[config.mk]
export PLATFORM = sky130hd
export DESIGN_NAME = sbr_agent_top
export DESIGN_NICKNAME = d
export VERILOG_FILES = /design/src/logic/sbr_pkg.sv /design/src/logic/sbr_rpt.sv /design/src/logic/sbr_rpt_wrap.sv /design/src/logic/sbr_ep_ctrl.sv /design/src/logic/sbr_rx_buffer.sv /design/src/logic/sbr_agent_top.sv
export SDC_FILE = /design/constraint.sdc
export NUM_CORES = 1
export LEC_CHECK = 0
export BUFFER_PORTS_ARGS = -buffer_cell sky130_fd_sc_hd__buf_2
export CAP_MARGIN = 5
export CORE_MARGIN = 5
export CORE_UTILIZATION = 30
export DETAILED_ROUTE_END_ITERATION = 6
export GPL_ROUTABILITY_DRIVEN = 0
export HOLD_SLACK_MARGIN = 0.08
export SETUP_SLACK_MARGIN = 0.02
export SLEW_MARGIN = 10
export SYNTH_ARGS = -nofsm -noshare
export SYNTH_HDL_FRONTEND = slang
export SYNTH_SLANG_ARGS = --single-unit
export TNS_END_PERCENT = 30
[constraint.sdc]
create_clock -name clk -period 3.75 [get_ports clk]
set_clock_uncertainty 0.1 [all_clocks]
set_input_delay 0.9375 -clock clk [delete_from_list [all_inputs] [get_ports clk]]
set_output_delay 0.9375 -clock clk [all_outputs]
set_load 0.02 [all_outputs]
[src/logic/sbr_pkg.sv]
`default_nettype none

package sbr_pkg;

	typedef logic [7:0]  sbr_payload_t;
	typedef logic [3:0]  sbr_credit_t;
	typedef logic [1:0]  sbr_wb_adr_t;
	typedef logic [15:0] sbr_wb_dat_t;

	// Idle state machine encoding shared by the agent and fabric side
	typedef enum logic [2:0] {
		IDLE       = 3'd0,
		ACTIVE_REQ = 3'd1,
		ACTIVE     = 3'd2,
		IDLE_REQ   = 3'd3
	} sbr_ism_e;

	// ----------------------------------------------------------
	// Link structs

	typedef struct packed {
		logic         np;       // Non-posted class
		logic         eom;
		sbr_payload_t payload;
	} sbr_flit_t;

	typedef struct packed {
		logic         npput;
		logic         pcput;
		logic         eom;
		sbr_payload_t payload;
	} sbr_put_t;

	typedef struct packed {
		logic npcup;
		logic pccup;
	} sbr_cup_t;

	// ----------------------------------------------------------
	// Wishbone classic

	typedef struct packed {
		logic        cyc;
		logic        stb;
		logic        we;
		sbr_wb_adr_t adr;
		sbr_wb_dat_t dat;
	} sbr_wb_req_t;

	typedef struct packed {
		logic        ack;
		sbr_wb_dat_t dat;
	} sbr_wb_rsp_t;

	localparam sbr_wb_adr_t SBR_REG_CTRL   = 2'd0;
	localparam sbr_wb_adr_t SBR_REG_TX     = 2'd1;
	localparam sbr_wb_adr_t SBR_REG_RX     = 2'd2;
	localparam sbr_wb_adr_t SBR_REG_CREDIT = 2'd3;

endpackage

`default_nettype wire

[src/logic/sbr_rpt.sv]
`default_nettype none

module sbr_rpt #(
	parameter int PAYLOAD_WIDTH = 8
) (
	input  logic              clk,
	input  logic              reset,

	// Agent side
	input  sbr_pkg::sbr_put_t m_put_agt,
	output sbr_pkg::sbr_cup_t m_cup_agt,
	output sbr_pkg::sbr_put_t t_put_agt,
	input  sbr_pkg::sbr_cup_t t_cup_agt,
	input  sbr_pkg::sbr_ism_e side_ism_agent_agt,
	output sbr_pkg::sbr_ism_e side_ism_fabric_agt,
	input  logic              pok_agt,

	// Router side
	output sbr_pkg::sbr_put_t m_put_rtr,
	input  sbr_pkg::sbr_cup_t m_cup_rtr,
	input  sbr_pkg::sbr_put_t t_put_rtr,
	output sbr_pkg::sbr_cup_t t_cup_rtr,
	output sbr_pkg::sbr_ism_e side_ism_agent_rtr,
	input  sbr_pkg::sbr_ism_e side_ism_fabric_rtr,
	output logic              pok_rtr
);

	logic                  m_np_q, m_pc_q, m_eom_q;
	logic                  t_np_q, t_pc_q, t_eom_q;
	sbr_pkg::sbr_payload_t m_pay_q;
	sbr_pkg::sbr_payload_t t_pay_q;

	if (PAYLOAD_WIDTH != $bits(sbr_pkg::sbr_payload_t)) begin : g_width_check
		$error("sbr_rpt: PAYLOAD_WIDTH does not match sbr_payload_t");
	end

	always_ff @(posedge clk) begin
		if (reset) begin
			m_np_q              <= 1'b0;
			m_pc_q              <= 1'b0;
			m_eom_q             <= 1'b0;
			t_np_q              <= 1'b0;
			t_pc_q              <= 1'b0;
			t_eom_q             <= 1'b0;
			m_cup_agt           <= '0;
			t_cup_rtr           <= '0;
			side_ism_agent_rtr  <= sbr_pkg::IDLE;
			side_ism_fabric_agt <= sbr_pkg::IDLE;
			pok_rtr             <= 1'b0;
		end else begin
			m_np_q              <= m_put_agt.npput;   // Toward router
			m_pc_q              <= m_put_agt.pcput;
			m_eom_q             <= m_put_agt.eom;
			t_np_q              <= t_put_rtr.npput;   // Toward agent
			t_pc_q              <= t_put_rtr.pcput;
			t_eom_q             <= t_put_rtr.eom;
			m_cup_agt           <= m_cup_rtr;
			t_cup_rtr           <= t_cup_agt;
			side_ism_agent_rtr  <= side_ism_agent_agt;
			side_ism_fabric_agt <= side_ism_fabric_rtr;
			pok_rtr             <= pok_agt;
		end
	end

	// Payload in both directions
	always_ff @(posedge clk) begin
		m_pay_q <= m_put_agt.payload;
		t_pay_q <= t_put_rtr.payload;
	end

	assign m_put_rtr = '{npput: m_np_q, pcput: m_pc_q, eom: m_eom_q, payload: m_pay_q};
	assign t_put_agt = '{npput: t_np_q, pcput: t_pc_q, eom: t_eom_q, payload: t_pay_q};

endmodule

`default_nettype wire

[src/logic/sbr_rpt_wrap.sv]
`default_nettype none

module sbr_rpt_wrap #(
	parameter int PAYLOAD_WIDTH = 8,
	parameter int NUM_RPT       = 1
) (
	input  logic              clk,
	input  logic              reset,

	// Agent side
	input  sbr_pkg::sbr_put_t m_put_agt,
	output sbr_pkg::sbr_cup_t m_cup_agt,
	output sbr_pkg::sbr_put_t t_put_agt,
	input  sbr_pkg::sbr_cup_t t_cup_agt,
	input  sbr_pkg::sbr_ism_e side_ism_agent_agt,
	output sbr_pkg::sbr_ism_e side_ism_fabric_agt,
	input  logic              pok_agt,

	// Router side
	output sbr_pkg::sbr_put_t m_put_rtr,
	input  sbr_pkg::sbr_cup_t m_cup_rtr,
	input  sbr_pkg::sbr_put_t t_put_rtr,
	output sbr_pkg::sbr_cup_t t_cup_rtr,
	output sbr_pkg::sbr_ism_e side_ism_agent_rtr,
	input  sbr_pkg::sbr_ism_e side_ism_fabric_rtr,
	output logic              pok_rtr
);

	// Index NUM_RPT is the agent end, index 0 the router end
	sbr_pkg::sbr_put_t m_put_loc      [NUM_RPT+1];
	sbr_pkg::sbr_cup_t m_cup_loc      [NUM_RPT+1];
	sbr_pkg::sbr_put_t t_put_loc      [NUM_RPT+1];
	sbr_pkg::sbr_cup_t t_cup_loc      [NUM_RPT+1];
	sbr_pkg::sbr_ism_e ism_agent_loc  [NUM_RPT+1];
	sbr_pkg::sbr_ism_e ism_fabric_loc [NUM_RPT+1];
	logic              pok_loc        [NUM_RPT+1];

	// ----------------------------------------------------------
	// Chain ends

	assign m_put_loc[NUM_RPT]     = m_put_agt;
	assign t_cup_loc[NUM_RPT]     = t_cup_agt;
	assign ism_agent_loc[NUM_RPT] = side_ism_agent_agt;
	assign pok_loc[NUM_RPT]       = pok_agt;
	assign m_cup_agt              = m_cup_loc[NUM_RPT];
	assign t_put_agt              = t_put_loc[NUM_RPT];
	assign side_ism_fabric_agt    = ism_fabric_loc[NUM_RPT];

	assign m_cup_loc[0]      = m_cup_rtr;
	assign t_put_loc[0]      = t_put_rtr;
	assign ism_fabric_loc[0] = side_ism_fabric_rtr;
	assign m_put_rtr         = m_put_loc[0];
	assign t_cup_rtr         = t_cup_loc[0];
	assign side_ism_agent_rtr = ism_agent_loc[0];
	assign pok_rtr           = pok_loc[0];

	for (genvar i = 0; i < NUM_RPT; i++) begin : g_rpt
		sbr_rpt #(
			.PAYLOAD_WIDTH(PAYLOAD_WIDTH)
		) u_rpt (
			.clk                (clk),
			.reset              (reset),
			.m_put_agt          (m_put_loc[i+1]),
			.m_cup_agt          (m_cup_loc[i+1]),
			.t_put_agt          (t_put_loc[i+1]),
			.t_cup_agt          (t_cup_loc[i+1]),
			.side_ism_agent_agt (ism_agent_loc[i+1]),
			.side_ism_fabric_agt(ism_fabric_loc[i+1]),
			.pok_agt            (pok_loc[i+1]),
			.m_put_rtr          (m_put_loc[i]),
			.m_cup_rtr          (m_cup_loc[i]),
			.t_put_rtr          (t_put_loc[i]),
			.t_cup_rtr          (t_cup_loc[i]),
			.side_ism_agent_rtr (ism_agent_loc[i]),
			.side_ism_fabric_rtr(ism_fabric_loc[i]),
			.pok_rtr            (pok_loc[i])
		);
	end

endmodule

`default_nettype wire

[src/logic/sbr_ep_ctrl.sv]
`default_nettype none

module sbr_ep_ctrl (
	input  logic                 clk,
	input  logic                 reset,
	input  sbr_pkg::sbr_wb_req_t wb_req,
	output sbr_pkg::sbr_wb_rsp_t wb_rsp,
	output sbr_pkg::sbr_put_t    m_put,
	input  sbr_pkg::sbr_cup_t    m_cup,
	output sbr_pkg::sbr_cup_t    t_cup,
	output sbr_pkg::sbr_ism_e    side_ism_agent,
	input  sbr_pkg::sbr_ism_e    side_ism_fabric,
	output logic                 pok,
	input  sbr_pkg::sbr_flit_t   rx_flit,
	input  logic                 rx_valid,
	output logic                 rx_pop
);

	sbr_pkg::sbr_ism_e     ism_q, ism_d;
	sbr_pkg::sbr_credit_t  pc_cred, np_cred;
	sbr_pkg::sbr_wb_dat_t  rd_data, rsp_dat;
	sbr_pkg::sbr_payload_t put_pay_q;
	sbr_pkg::sbr_cup_t     pop_cls;
	logic                  link_en, pok_q, ack_q;
	logic                  put_np_q, put_pc_q, put_eom_q;
	logic                  req_new, tx_wr, tx_np, tx_ok, put_go;

	// ----------------------------------------------------------
	// Wishbone decode

	assign req_new = wb_req.cyc && wb_req.stb && !ack_q;  // One action per cycle
	assign tx_wr   = wb_req.we && (wb_req.adr == sbr_pkg::SBR_REG_TX);
	assign tx_np   = wb_req.dat[9];
	assign tx_ok   = (ism_q == sbr_pkg::ACTIVE) &&
	                 (tx_np ? (np_cred != '0) : (pc_cred != '0));
	assign put_go  = req_new && tx_wr && tx_ok;
	assign rx_pop  = req_new && !wb_req.we && (wb_req.adr == sbr_pkg::SBR_REG_RX) && rx_valid;

	always_comb begin
		rd_data = '0;
		if (!wb_req.we) begin
			case (wb_req.adr)
				sbr_pkg::SBR_REG_CTRL:   rd_data[5:0] = {side_ism_fabric, ism_q};
				sbr_pkg::SBR_REG_RX: begin
					rd_data[10] = rx_valid;
					if (rx_valid)
						rd_data[9:0] = rx_flit;
				end
				sbr_pkg::SBR_REG_CREDIT: rd_data[7:0] = {np_cred, pc_cred};
				default: ;
			endcase
		end
	end

	// Agent ISM
	always_comb begin
		ism_d = ism_q;
		case (ism_q)
			sbr_pkg::IDLE:
				if (link_en) ism_d = sbr_pkg::ACTIVE_REQ;
			sbr_pkg::ACTIVE_REQ:
				if (!link_en) ism_d = sbr_pkg::IDLE_REQ;
				else if (side_ism_fabric == sbr_pkg::ACTIVE) ism_d = sbr_pkg::ACTIVE;
			sbr_pkg::ACTIVE:
				if (!link_en) ism_d = sbr_pkg::IDLE_REQ;
			sbr_pkg::IDLE_REQ:
				if (side_ism_fabric == sbr_pkg::IDLE) ism_d = sbr_pkg::IDLE;
			default:
				ism_d = sbr_pkg::IDLE;
		endcase
	end

	always_ff @(posedge clk) begin
		if (reset) begin
			ack_q     <= 1'b0;
			link_en   <= 1'b0;
			pok_q     <= 1'b0;
			ism_q     <= sbr_pkg::IDLE;
			pc_cred   <= '0;
			np_cred   <= '0;
			put_np_q  <= 1'b0;
			put_pc_q  <= 1'b0;
			put_eom_q <= 1'b0;
			pop_cls   <= '0;
			t_cup     <= '0;
		end else begin
			ack_q <= req_new && (!tx_wr || tx_ok);  // TX waits for ISM and credit
			if (req_new && wb_req.we && (wb_req.adr == sbr_pkg::SBR_REG_CTRL)) begin
				link_en <= wb_req.dat[0];
				pok_q   <= wb_req.dat[1];
			end
			ism_q <= ism_d;

			// Grants from router minus the put going out now
			pc_cred <= pc_cred + sbr_pkg::sbr_credit_t'(m_cup.pccup)
			                   - sbr_pkg::sbr_credit_t'(put_go && !tx_np);
			np_cred <= np_cred + sbr_pkg::sbr_credit_t'(m_cup.npcup)
			                   - sbr_pkg::sbr_credit_t'(put_go && tx_np);

			put_np_q  <= put_go && tx_np;
			put_pc_q  <= put_go && !tx_np;
			put_eom_q <= put_go && wb_req.dat[8];

			pop_cls.npcup <= rx_pop && rx_flit.np;
			pop_cls.pccup <= rx_pop && !rx_flit.np;
			t_cup         <= pop_cls;  // One cycle after ack
		end
	end

	always_ff @(posedge clk) begin
		if (put_go)
			put_pay_q <= wb_req.dat[7:0];
		if (req_new)
			rsp_dat <= rd_data;
	end

	assign m_put = '{npput: put_np_q, pcput: put_pc_q, eom: put_eom_q, payload: put_pay_q};
	assign wb_rsp = '{ack: ack_q, dat: rsp_dat};
	assign side_ism_agent = ism_q;
	assign pok = pok_q;

endmodule

`default_nettype wire

[src/logic/sbr_rx_buffer.sv]
`default_nettype none

module sbr_rx_buffer #(
	parameter int RX_DEPTH = 8
) (
	input  logic               clk,
	input  logic               reset,
	input  sbr_pkg::sbr_put_t  t_put,
	input  logic               pop,
	output sbr_pkg::sbr_flit_t head,
	output logic               valid
);

	localparam int AW = (RX_DEPTH > 1) ? $clog2(RX_DEPTH) : 1;
	localparam int CW = $clog2(RX_DEPTH + 1);

	sbr_pkg::sbr_flit_t mem [RX_DEPTH];
	sbr_pkg::sbr_flit_t flit_in;
	logic [AW-1:0]      wr_ptr, rd_ptr;
	logic [CW-1:0]      count;
	logic               push, pop_ok;

	assign push    = t_put.npput || t_put.pcput;
	assign flit_in = '{np: t_put.npput, eom: t_put.eom, payload: t_put.payload};
	assign pop_ok  = pop && valid;

	always_ff @(posedge clk) begin
		if (reset) begin
			wr_ptr <= '0;
			rd_ptr <= '0;
			count  <= '0;
		end else begin
			if (push)
				wr_ptr <= (wr_ptr == AW'(RX_DEPTH - 1)) ? '0 : wr_ptr + 1'b1;
			if (pop_ok)
				rd_ptr <= (rd_ptr == AW'(RX_DEPTH - 1)) ? '0 : rd_ptr + 1'b1;
			count <= count + CW'(push) - CW'(pop_ok);
		end
	end

	always_ff @(posedge clk) begin
		if (push)
			mem[wr_ptr] <= flit_in;
	end

	assign head  = mem[rd_ptr];    // Oldest flit
	assign valid = (count != '0);

endmodule

`default_nettype wire

[src/logic/sbr_agent_top.sv]
`default_nettype none

module sbr_agent_top #(
	parameter int PAYLOAD_WIDTH = 8,
	parameter int NUM_RPT       = 1,
	parameter int RX_DEPTH      = 8
) (
	input  logic                 clk,
	input  logic                 reset,
	input  sbr_pkg::sbr_wb_req_t wb_req,
	output sbr_pkg::sbr_wb_rsp_t wb_rsp,
	output sbr_pkg::sbr_put_t    m_put_rtr,
	input  sbr_pkg::sbr_cup_t    m_cup_rtr,
	input  sbr_pkg::sbr_put_t    t_put_rtr,
	output sbr_pkg::sbr_cup_t    t_cup_rtr,
	output sbr_pkg::sbr_ism_e    side_ism_agent_rtr,
	input  sbr_pkg::sbr_ism_e    side_ism_fabric_rtr,
	output logic                 pok_rtr
);

	sbr_pkg::sbr_put_t  m_put_agt, t_put_agt;
	sbr_pkg::sbr_cup_t  m_cup_agt, t_cup_agt;
	sbr_pkg::sbr_ism_e  ism_agent, ism_fabric;
	sbr_pkg::sbr_flit_t rx_head;
	logic               pok_agt, rx_valid, rx_pop;

	sbr_ep_ctrl u_ctrl (
		.clk            (clk),
		.reset          (reset),
		.wb_req         (wb_req),
		.wb_rsp         (wb_rsp),
		.m_put          (m_put_agt),
		.m_cup          (m_cup_agt),
		.t_cup          (t_cup_agt),
		.side_ism_agent (ism_agent),
		.side_ism_fabric(ism_fabric),
		.pok            (pok_agt),
		.rx_flit        (rx_head),
		.rx_valid       (rx_valid),
		.rx_pop         (rx_pop)
	);

	sbr_rx_buffer #(
		.RX_DEPTH(RX_DEPTH)
	) u_rx_buffer (
		.clk  (clk),
		.reset(reset),
		.t_put(t_put_agt),
		.pop  (rx_pop),
		.head (rx_head),
		.valid(rx_valid)
	);

	// Pipeline toward the router
	sbr_rpt_wrap #(
		.PAYLOAD_WIDTH(PAYLOAD_WIDTH),
		.NUM_RPT      (NUM_RPT)
	) u_rpt_wrap (
		.clk                (clk),
		.reset              (reset),
		.m_put_agt          (m_put_agt),
		.m_cup_agt          (m_cup_agt),
		.t_put_agt          (t_put_agt),
		.t_cup_agt          (t_cup_agt),
		.side_ism_agent_agt (ism_agent),
		.side_ism_fabric_agt(ism_fabric),
		.pok_agt            (pok_agt),
		.m_put_rtr          (m_put_rtr),
		.m_cup_rtr          (m_cup_rtr),
		.t_put_rtr          (t_put_rtr),
		.t_cup_rtr          (t_cup_rtr),
		.side_ism_agent_rtr (side_ism_agent_rtr),
		.side_ism_fabric_rtr(side_ism_fabric_rtr),
		.pok_rtr            (pok_rtr)
	);

endmodule

`default_nettype wire

After elaboration in Yosys (flattened, before gate mapping):

Memories as Yosys holds them, arrays and structs flattened. A register that Yosys moved wholly into a read port is not among the register bits.
Cells that the tools add are included.
Widths: inputs -> output; s select.

* add/sub/neg operators: 8
* multiply operators: 0
* div/mod/pow operators: 0
* magnitude comparators: 0
* equal/unequal tests: 13
* shift-type cells: 0
* multiplexer cells: 16
* bitwise operators: 2
* reduce and logical (&&, ||, !) cells: 34

Operators with widths (number)
* $mux 3: 9
* $logic_and 1x1->1: 18
* $pmux 6 s3: 1
* $add 4x1->4: 3
* $pmux 3 s4: 1
* $reduce_bool 4->1: 3
* $sub 4x1->4: 3
* $eq 3x2->1 const B: 3
* $mux 8: 1
* $add 3x1->3 const B: 2
* $eq 3x3->1 const B: 2
* $logic_not 3->1: 2
* $logic_not 1->1: 5
* $eq 2x2->1 const B: 2
* $ne 2x1->1 const B: 2
* $pmux 2 s2: 1
* $reduce_and 4->1: 1
* $eq 3x1->1 const B: 1
* $mux 1: 3
* $ne 3x3->1 const B: 1
* $reduce_or 3->1: 1
* $eq 2x1->1 const B: 1
* $logic_not 2->1: 1
* $logic_or 1x1->1: 2
* 3 further kinds: 4

* register bits after elaboration: 83
* latch bits: 0
* RAM bits: 80
* memory bits (read-only): 0
* input port bits: 39
* output and inout port bits: 34
* memories: 1

Memory list
* u_rx_buffer.mem: words 8, bits a word 10, read ports 1, clocked after memory_dff 1, write ports 1, RTL line sbr_rx_buffer.sv:17 `sbr_pkg::sbr_flit_t mem [RX_DEPTH];`

Depth between registers and ports, before layout:

* depth after elaboration: 8
* depth in mapped cells: 12
* depth with buffers taken out: 12

Cells and area by module:

From an unflattened synthesis, not the netlist that was laid out.

* cells, all modules: 419
* area, all modules: 6481.2 um^2

Modules (own cells, without submodules)
* sbr_rx_buffer: times used 1, cells an instance 189, area each 3727.3 um^2, sequential area each 2662.6 um^2
* sbr_ep_ctrl: times used 1, cells an instance 173, area each 1913.1 um^2, sequential area each 970.9 um^2
* sbr_rpt: times used 1, cells an instance 57, area each 840.8 um^2, sequential area each 660.6 um^2

Worst setup path before layout:

No wires, ideal clock.

* path kind: input to register
* start point: input port wb_req[19] in the netlist's numbering
* end point: register u_ctrl.pc_cred[2]
* library setup time: 128 ps
* arrival: 2878 ps
* setup slack: 644 ps
* stages: 11
* path buffers: 0
* cells stage by stage: nand3b_1 inv_1 nand2_1 nor4b_1 ha_1 inv_1 ha_1 inv_1 fa_1 xor2_1 nor2_1

* longest elaborated chain between the ends: 6

RTL lines
* start: declaration: RTL line sbr_agent_top.sv:10 `input sbr_pkg::sbr_wb_req_t wb_req,`
* $logic_and 1x1->1 (2 in a row): RTL line sbr_ep_ctrl.sv:31 `assign req_new = wb_req.cyc && wb_req.stb && !ack_q;`
* via u_ctrl.req_new: RTL line sbr_ep_ctrl.sv:26 `logic req_new, tx_wr, tx_np, tx_ok, put_go;`
* $logic_and 1x1->1 (2 in a row): RTL line sbr_ep_ctrl.sv:36 `assign put_go = req_new && tx_wr && tx_ok;`
* $logic_and 1x1->1: RTL line sbr_ep_ctrl.sv:96 `- sbr_pkg::sbr_credit_t'(put_go && !tx_np);`
* $sub 4x1->4: RTL line sbr_ep_ctrl.sv:96
* end signal: assignment: RTL line sbr_ep_ctrl.sv:95 `pc_cred <= pc_cred + sbr_pkg::sbr_credit_t'(m_cup.pccup)`
* end: declaration: RTL line sbr_ep_ctrl.sv:20 `sbr_pkg::sbr_credit_t pc_cred, np_cred;`

The timed path passes the listed nets, and every way through them passes these cells.
A chain may end at the register's enable or synchronous reset.

Worst setup path after layout:

* start point: input port wb_req[16] in the netlist's numbering
* end point: register u_ctrl.pc_cred[2]

* longest elaborated chain between the ends: 6

RTL lines
* $eq 2x1->1: RTL line sbr_ep_ctrl.sv:32 `assign tx_wr = wb_req.we && (wb_req.adr == sbr_pkg::SBR_REG_TX);`
* $logic_and 1x1->1: RTL line sbr_ep_ctrl.sv:32
* $logic_and 1x1->1 (2 in a row): RTL line sbr_ep_ctrl.sv:36
* $logic_and 1x1->1: RTL line sbr_ep_ctrl.sv:96
* $sub 4x1->4: RTL line sbr_ep_ctrl.sv:96

Every way passes these cells.

==> flow_summary.ini <==
[sta]
fmax_mhz = 335
fin_ws_ps = 769
slew_headroom_pct = 32.7
hold_ws_ps = 240
rsz0062_at_grt = no
finalHoldViolCount = 0
finalSetupTns_ps = 0
post-route-period-util_pct = 79.5
report.final.slew_viol_count = 0
worstMarginPinSlew_ps = 1010
fin_crit_ps = 2980
setup_viol = 0

[critical_path]
crit_type = input pin to register
startpoint_type = input pin
cp_data_required_time_ps = 3930
worst_setup_path_end_kind = register
critPathMaxFanout = 4
arrival_ps = 3170

[clock_network]
postCtsHoldBufs = 0
cts.reportedPaths.clkPinSlew_ps = 60
clock_latency_ps = 420
clock_tree.root_cell = clkbuf_16
cts_buffers = 17
post-cts-setup-buffer-count = 0
clock-sinks = 164
cts_tree = yes
cts_resized = 0
htreeDepth = 4
ctsLongestPathBuffers = 2

[floorplan]
initial_core_util_pct = 30.7
die_x_um = 154
ioPinCount = 73
rows = 52
die-area_um2 = 23800
core_um2 = 20400
die_h_um = 154

[grt]
antenna_found_initial = 0
grt_pass1_vias = 3528
grt_usage_pct = 10.8
overflow = 0
grt_first_pass_wirelength_mm = 19.5
grt_start_max_net_pins = 43

[synthesis]
syn_area_um2 = 6250
synth_top_area_cell = edfxtp_1
yosysWarnings = 0
ys_seq_area_share_pct = 68.4
synth-main-ff-cell = edfxtp_1
synth_edf_count = 99
ys_ff_latch = 164
synth.most_common_cell = edfxtp_1
synth.area.top_cells = edfxtp_1, dfxtp_1, mux4_2
syn_avg_cell_area_um2 = 14.8
synth_cell_types = 45
synthArstFlopShare_pct = 0
synth_top_area_share_pct = 47.6
synth_cells = 422
synth.top_cells.by_count = edfxtp_1, dfxtp_1, nor2_1

[final_layout]
fin_nets = 560
n_fill_cell = 1907
area_delta_synth_final_pct = 19.3
n_antenna_cell = 0
drive_gt1_share_pct = 22.8
fin_cells = 778
post-route-util_pct = 36.6

[place]
numPortBuffers = 60
dp_cells = 746
post-dp-hpwl_mm = 8.26
place_ws_ps = 321

[routing]
drtIter0Drc = 245
via_count = 3486
ant_nets = 0
wl_per_cell_um = 16.0
drc_errors = 0
drt_wl_total_mm = 12.4
viasPerCell = 4.48
dr.pass1.iters = 4

[pwr]
vdd_drop_max_uv = 300
p_leak_nw = 2.74
power_density_nw_per_um2 = 545

[outcome]
status = completed

[flow_run]
drv_cap = 0

[hold_path]
hold_class = register to register
-- final cells by class --
type / instances / area [um^2] / area share, %
Inverter: 29 / 109 / 1.46
Timing Repair Buffer: 72 / 390 / 5.24
Clock buffer: 20 / 447 / 5.99
Clock inverter: 12 / 154 / 2.07
Sequential cell: 164 / 4270 / 57.4
Tap cell: 270 / 338 / 4.53
Multi-Input combinational cell: 211 / 1740 / 23.4
-- where the power goes --
part | leakage [nW] | internal, W | switching [W]
logic | 1.01 | 0.000127 | 0.000165
registers | 1.44 | 0.00198 | 0.0000416
clock network | 0.290 | 0.00107 | 0.000685
total | 2.74 | 0.00317 | 0.000891
-- through the flow --
stage                     power [W]  area (um^2)
after floorplan             0.00226         6260
after global placement      0.00234         6850
after detailed placement    0.00235         6850
after CTS                   0.00410         7450
after global routing        0.00422         7450
final                       0.00406         7450
-- final timing paths --
path	start	endpoint	cells past startpoint	slack, ps
hold / removal	u_ctrl.put_pay_q[6]$_DFFE_PN_	u_rpt_wrap.g_rpt[0].u_rpt.m_pay_q[6]$_DFF_P_	0	240
hold reg to reg	u_ctrl.put_pay_q[6]$_DFFE_PN_	u_rpt_wrap.g_rpt[0].u_rpt.m_pay_q[6]$_DFF_P_	0	240
setup / recovery	wb_req[16]	u_ctrl.pc_cred[2]$_SDFF_PP0_	12	770
setup reg to reg	u_ctrl.np_cred[2]$_SDFF_PP0_	u_ctrl.np_cred[2]$_SDFF_PP0_	12	1220
-- cell families after synthesis --
| kind of cell | share of synthesized area [%] |
|---|---|
| AO/OA/AOI/OAI | 4.47 |
| XOR/XNOR | 0.841 |
| adder cells (fa/ha/maj) | 5.57 |
| buffers and inverters | 4.25 |
| flip-flops | 68.4 |
| multiplexers | 7.93 |
| other | 0.0600 |
| AND/OR/NAND/NOR | 8.45 |
-- placed cells by master (no fill, tap or decap), types with 14 or more instances in the layout --
cell / netlist / final
edfxtp_1: 99 / 99
mux2i_1: 18 / 18
ha_1: 23 / 23
mux4_2: 14 / 14
clkbuf_16: 0 / 17
nor2_1: 35 / 35
buf_2: 2 / 60
dfxtp_1: 65 / 65
inv_1: 28 / 28
nor2b_1: 22 / 22
-- worst max-delay path, stage by stage --
cell,delay [ps]
buf_2,110
inv_1,70
nor3b_1,390
nand2_1,190
nor4b_1,320
ha_1,290
inv_1,60
ha_1,150
inv_1,60
fa_1,380
xor2_1,140
nor2_1,50
-- registers in the layout, summed over array words and instances (netlist names), 2 cells and up, named ones only --
register and flops:
u_ctrl.np_cred 4, u_ctrl.pc_cred 4, u_ctrl.pop_cls 2, u_ctrl.put_pay_q 8, u_ctrl.rsp_dat 11, u_ctrl.side_ism_agent 2, u_ctrl.t_cup 2, u_rpt_wrap.g_rpt.u_rpt.m_cup_agt 2
u_rpt_wrap.g_rpt.u_rpt.m_pay_q 8, u_rpt_wrap.g_rpt.u_rpt.side_ism_agent_rtr 2, u_rpt_wrap.g_rpt.u_rpt.side_ism_fabric_agt 3, u_rpt_wrap.g_rpt.u_rpt.t_cup_rtr 2, u_rpt_wrap.g_rpt.u_rpt.t_pay_q 8, u_rx_buffer.count 4, u_rx_buffer.mem 80, u_rx_buffer.rd_ptr 3
u_rx_buffer.wr_ptr 3
-- layer usage --
| layer | track usage, % | routed length [um] | up-vias |
|---|---|---|---|
| met2 | 17.0 | 5830 | 110 |
| li1 | - | - | 1666 |
| met4 | 3.57 | 93 | 0 |
| met5 | 0 | 0 | - |
| met1 | 14.0 | 5540 | 1699 |
| met3 | 3.91 | 963 | 11 |
(Power assumes the default switching activity.)
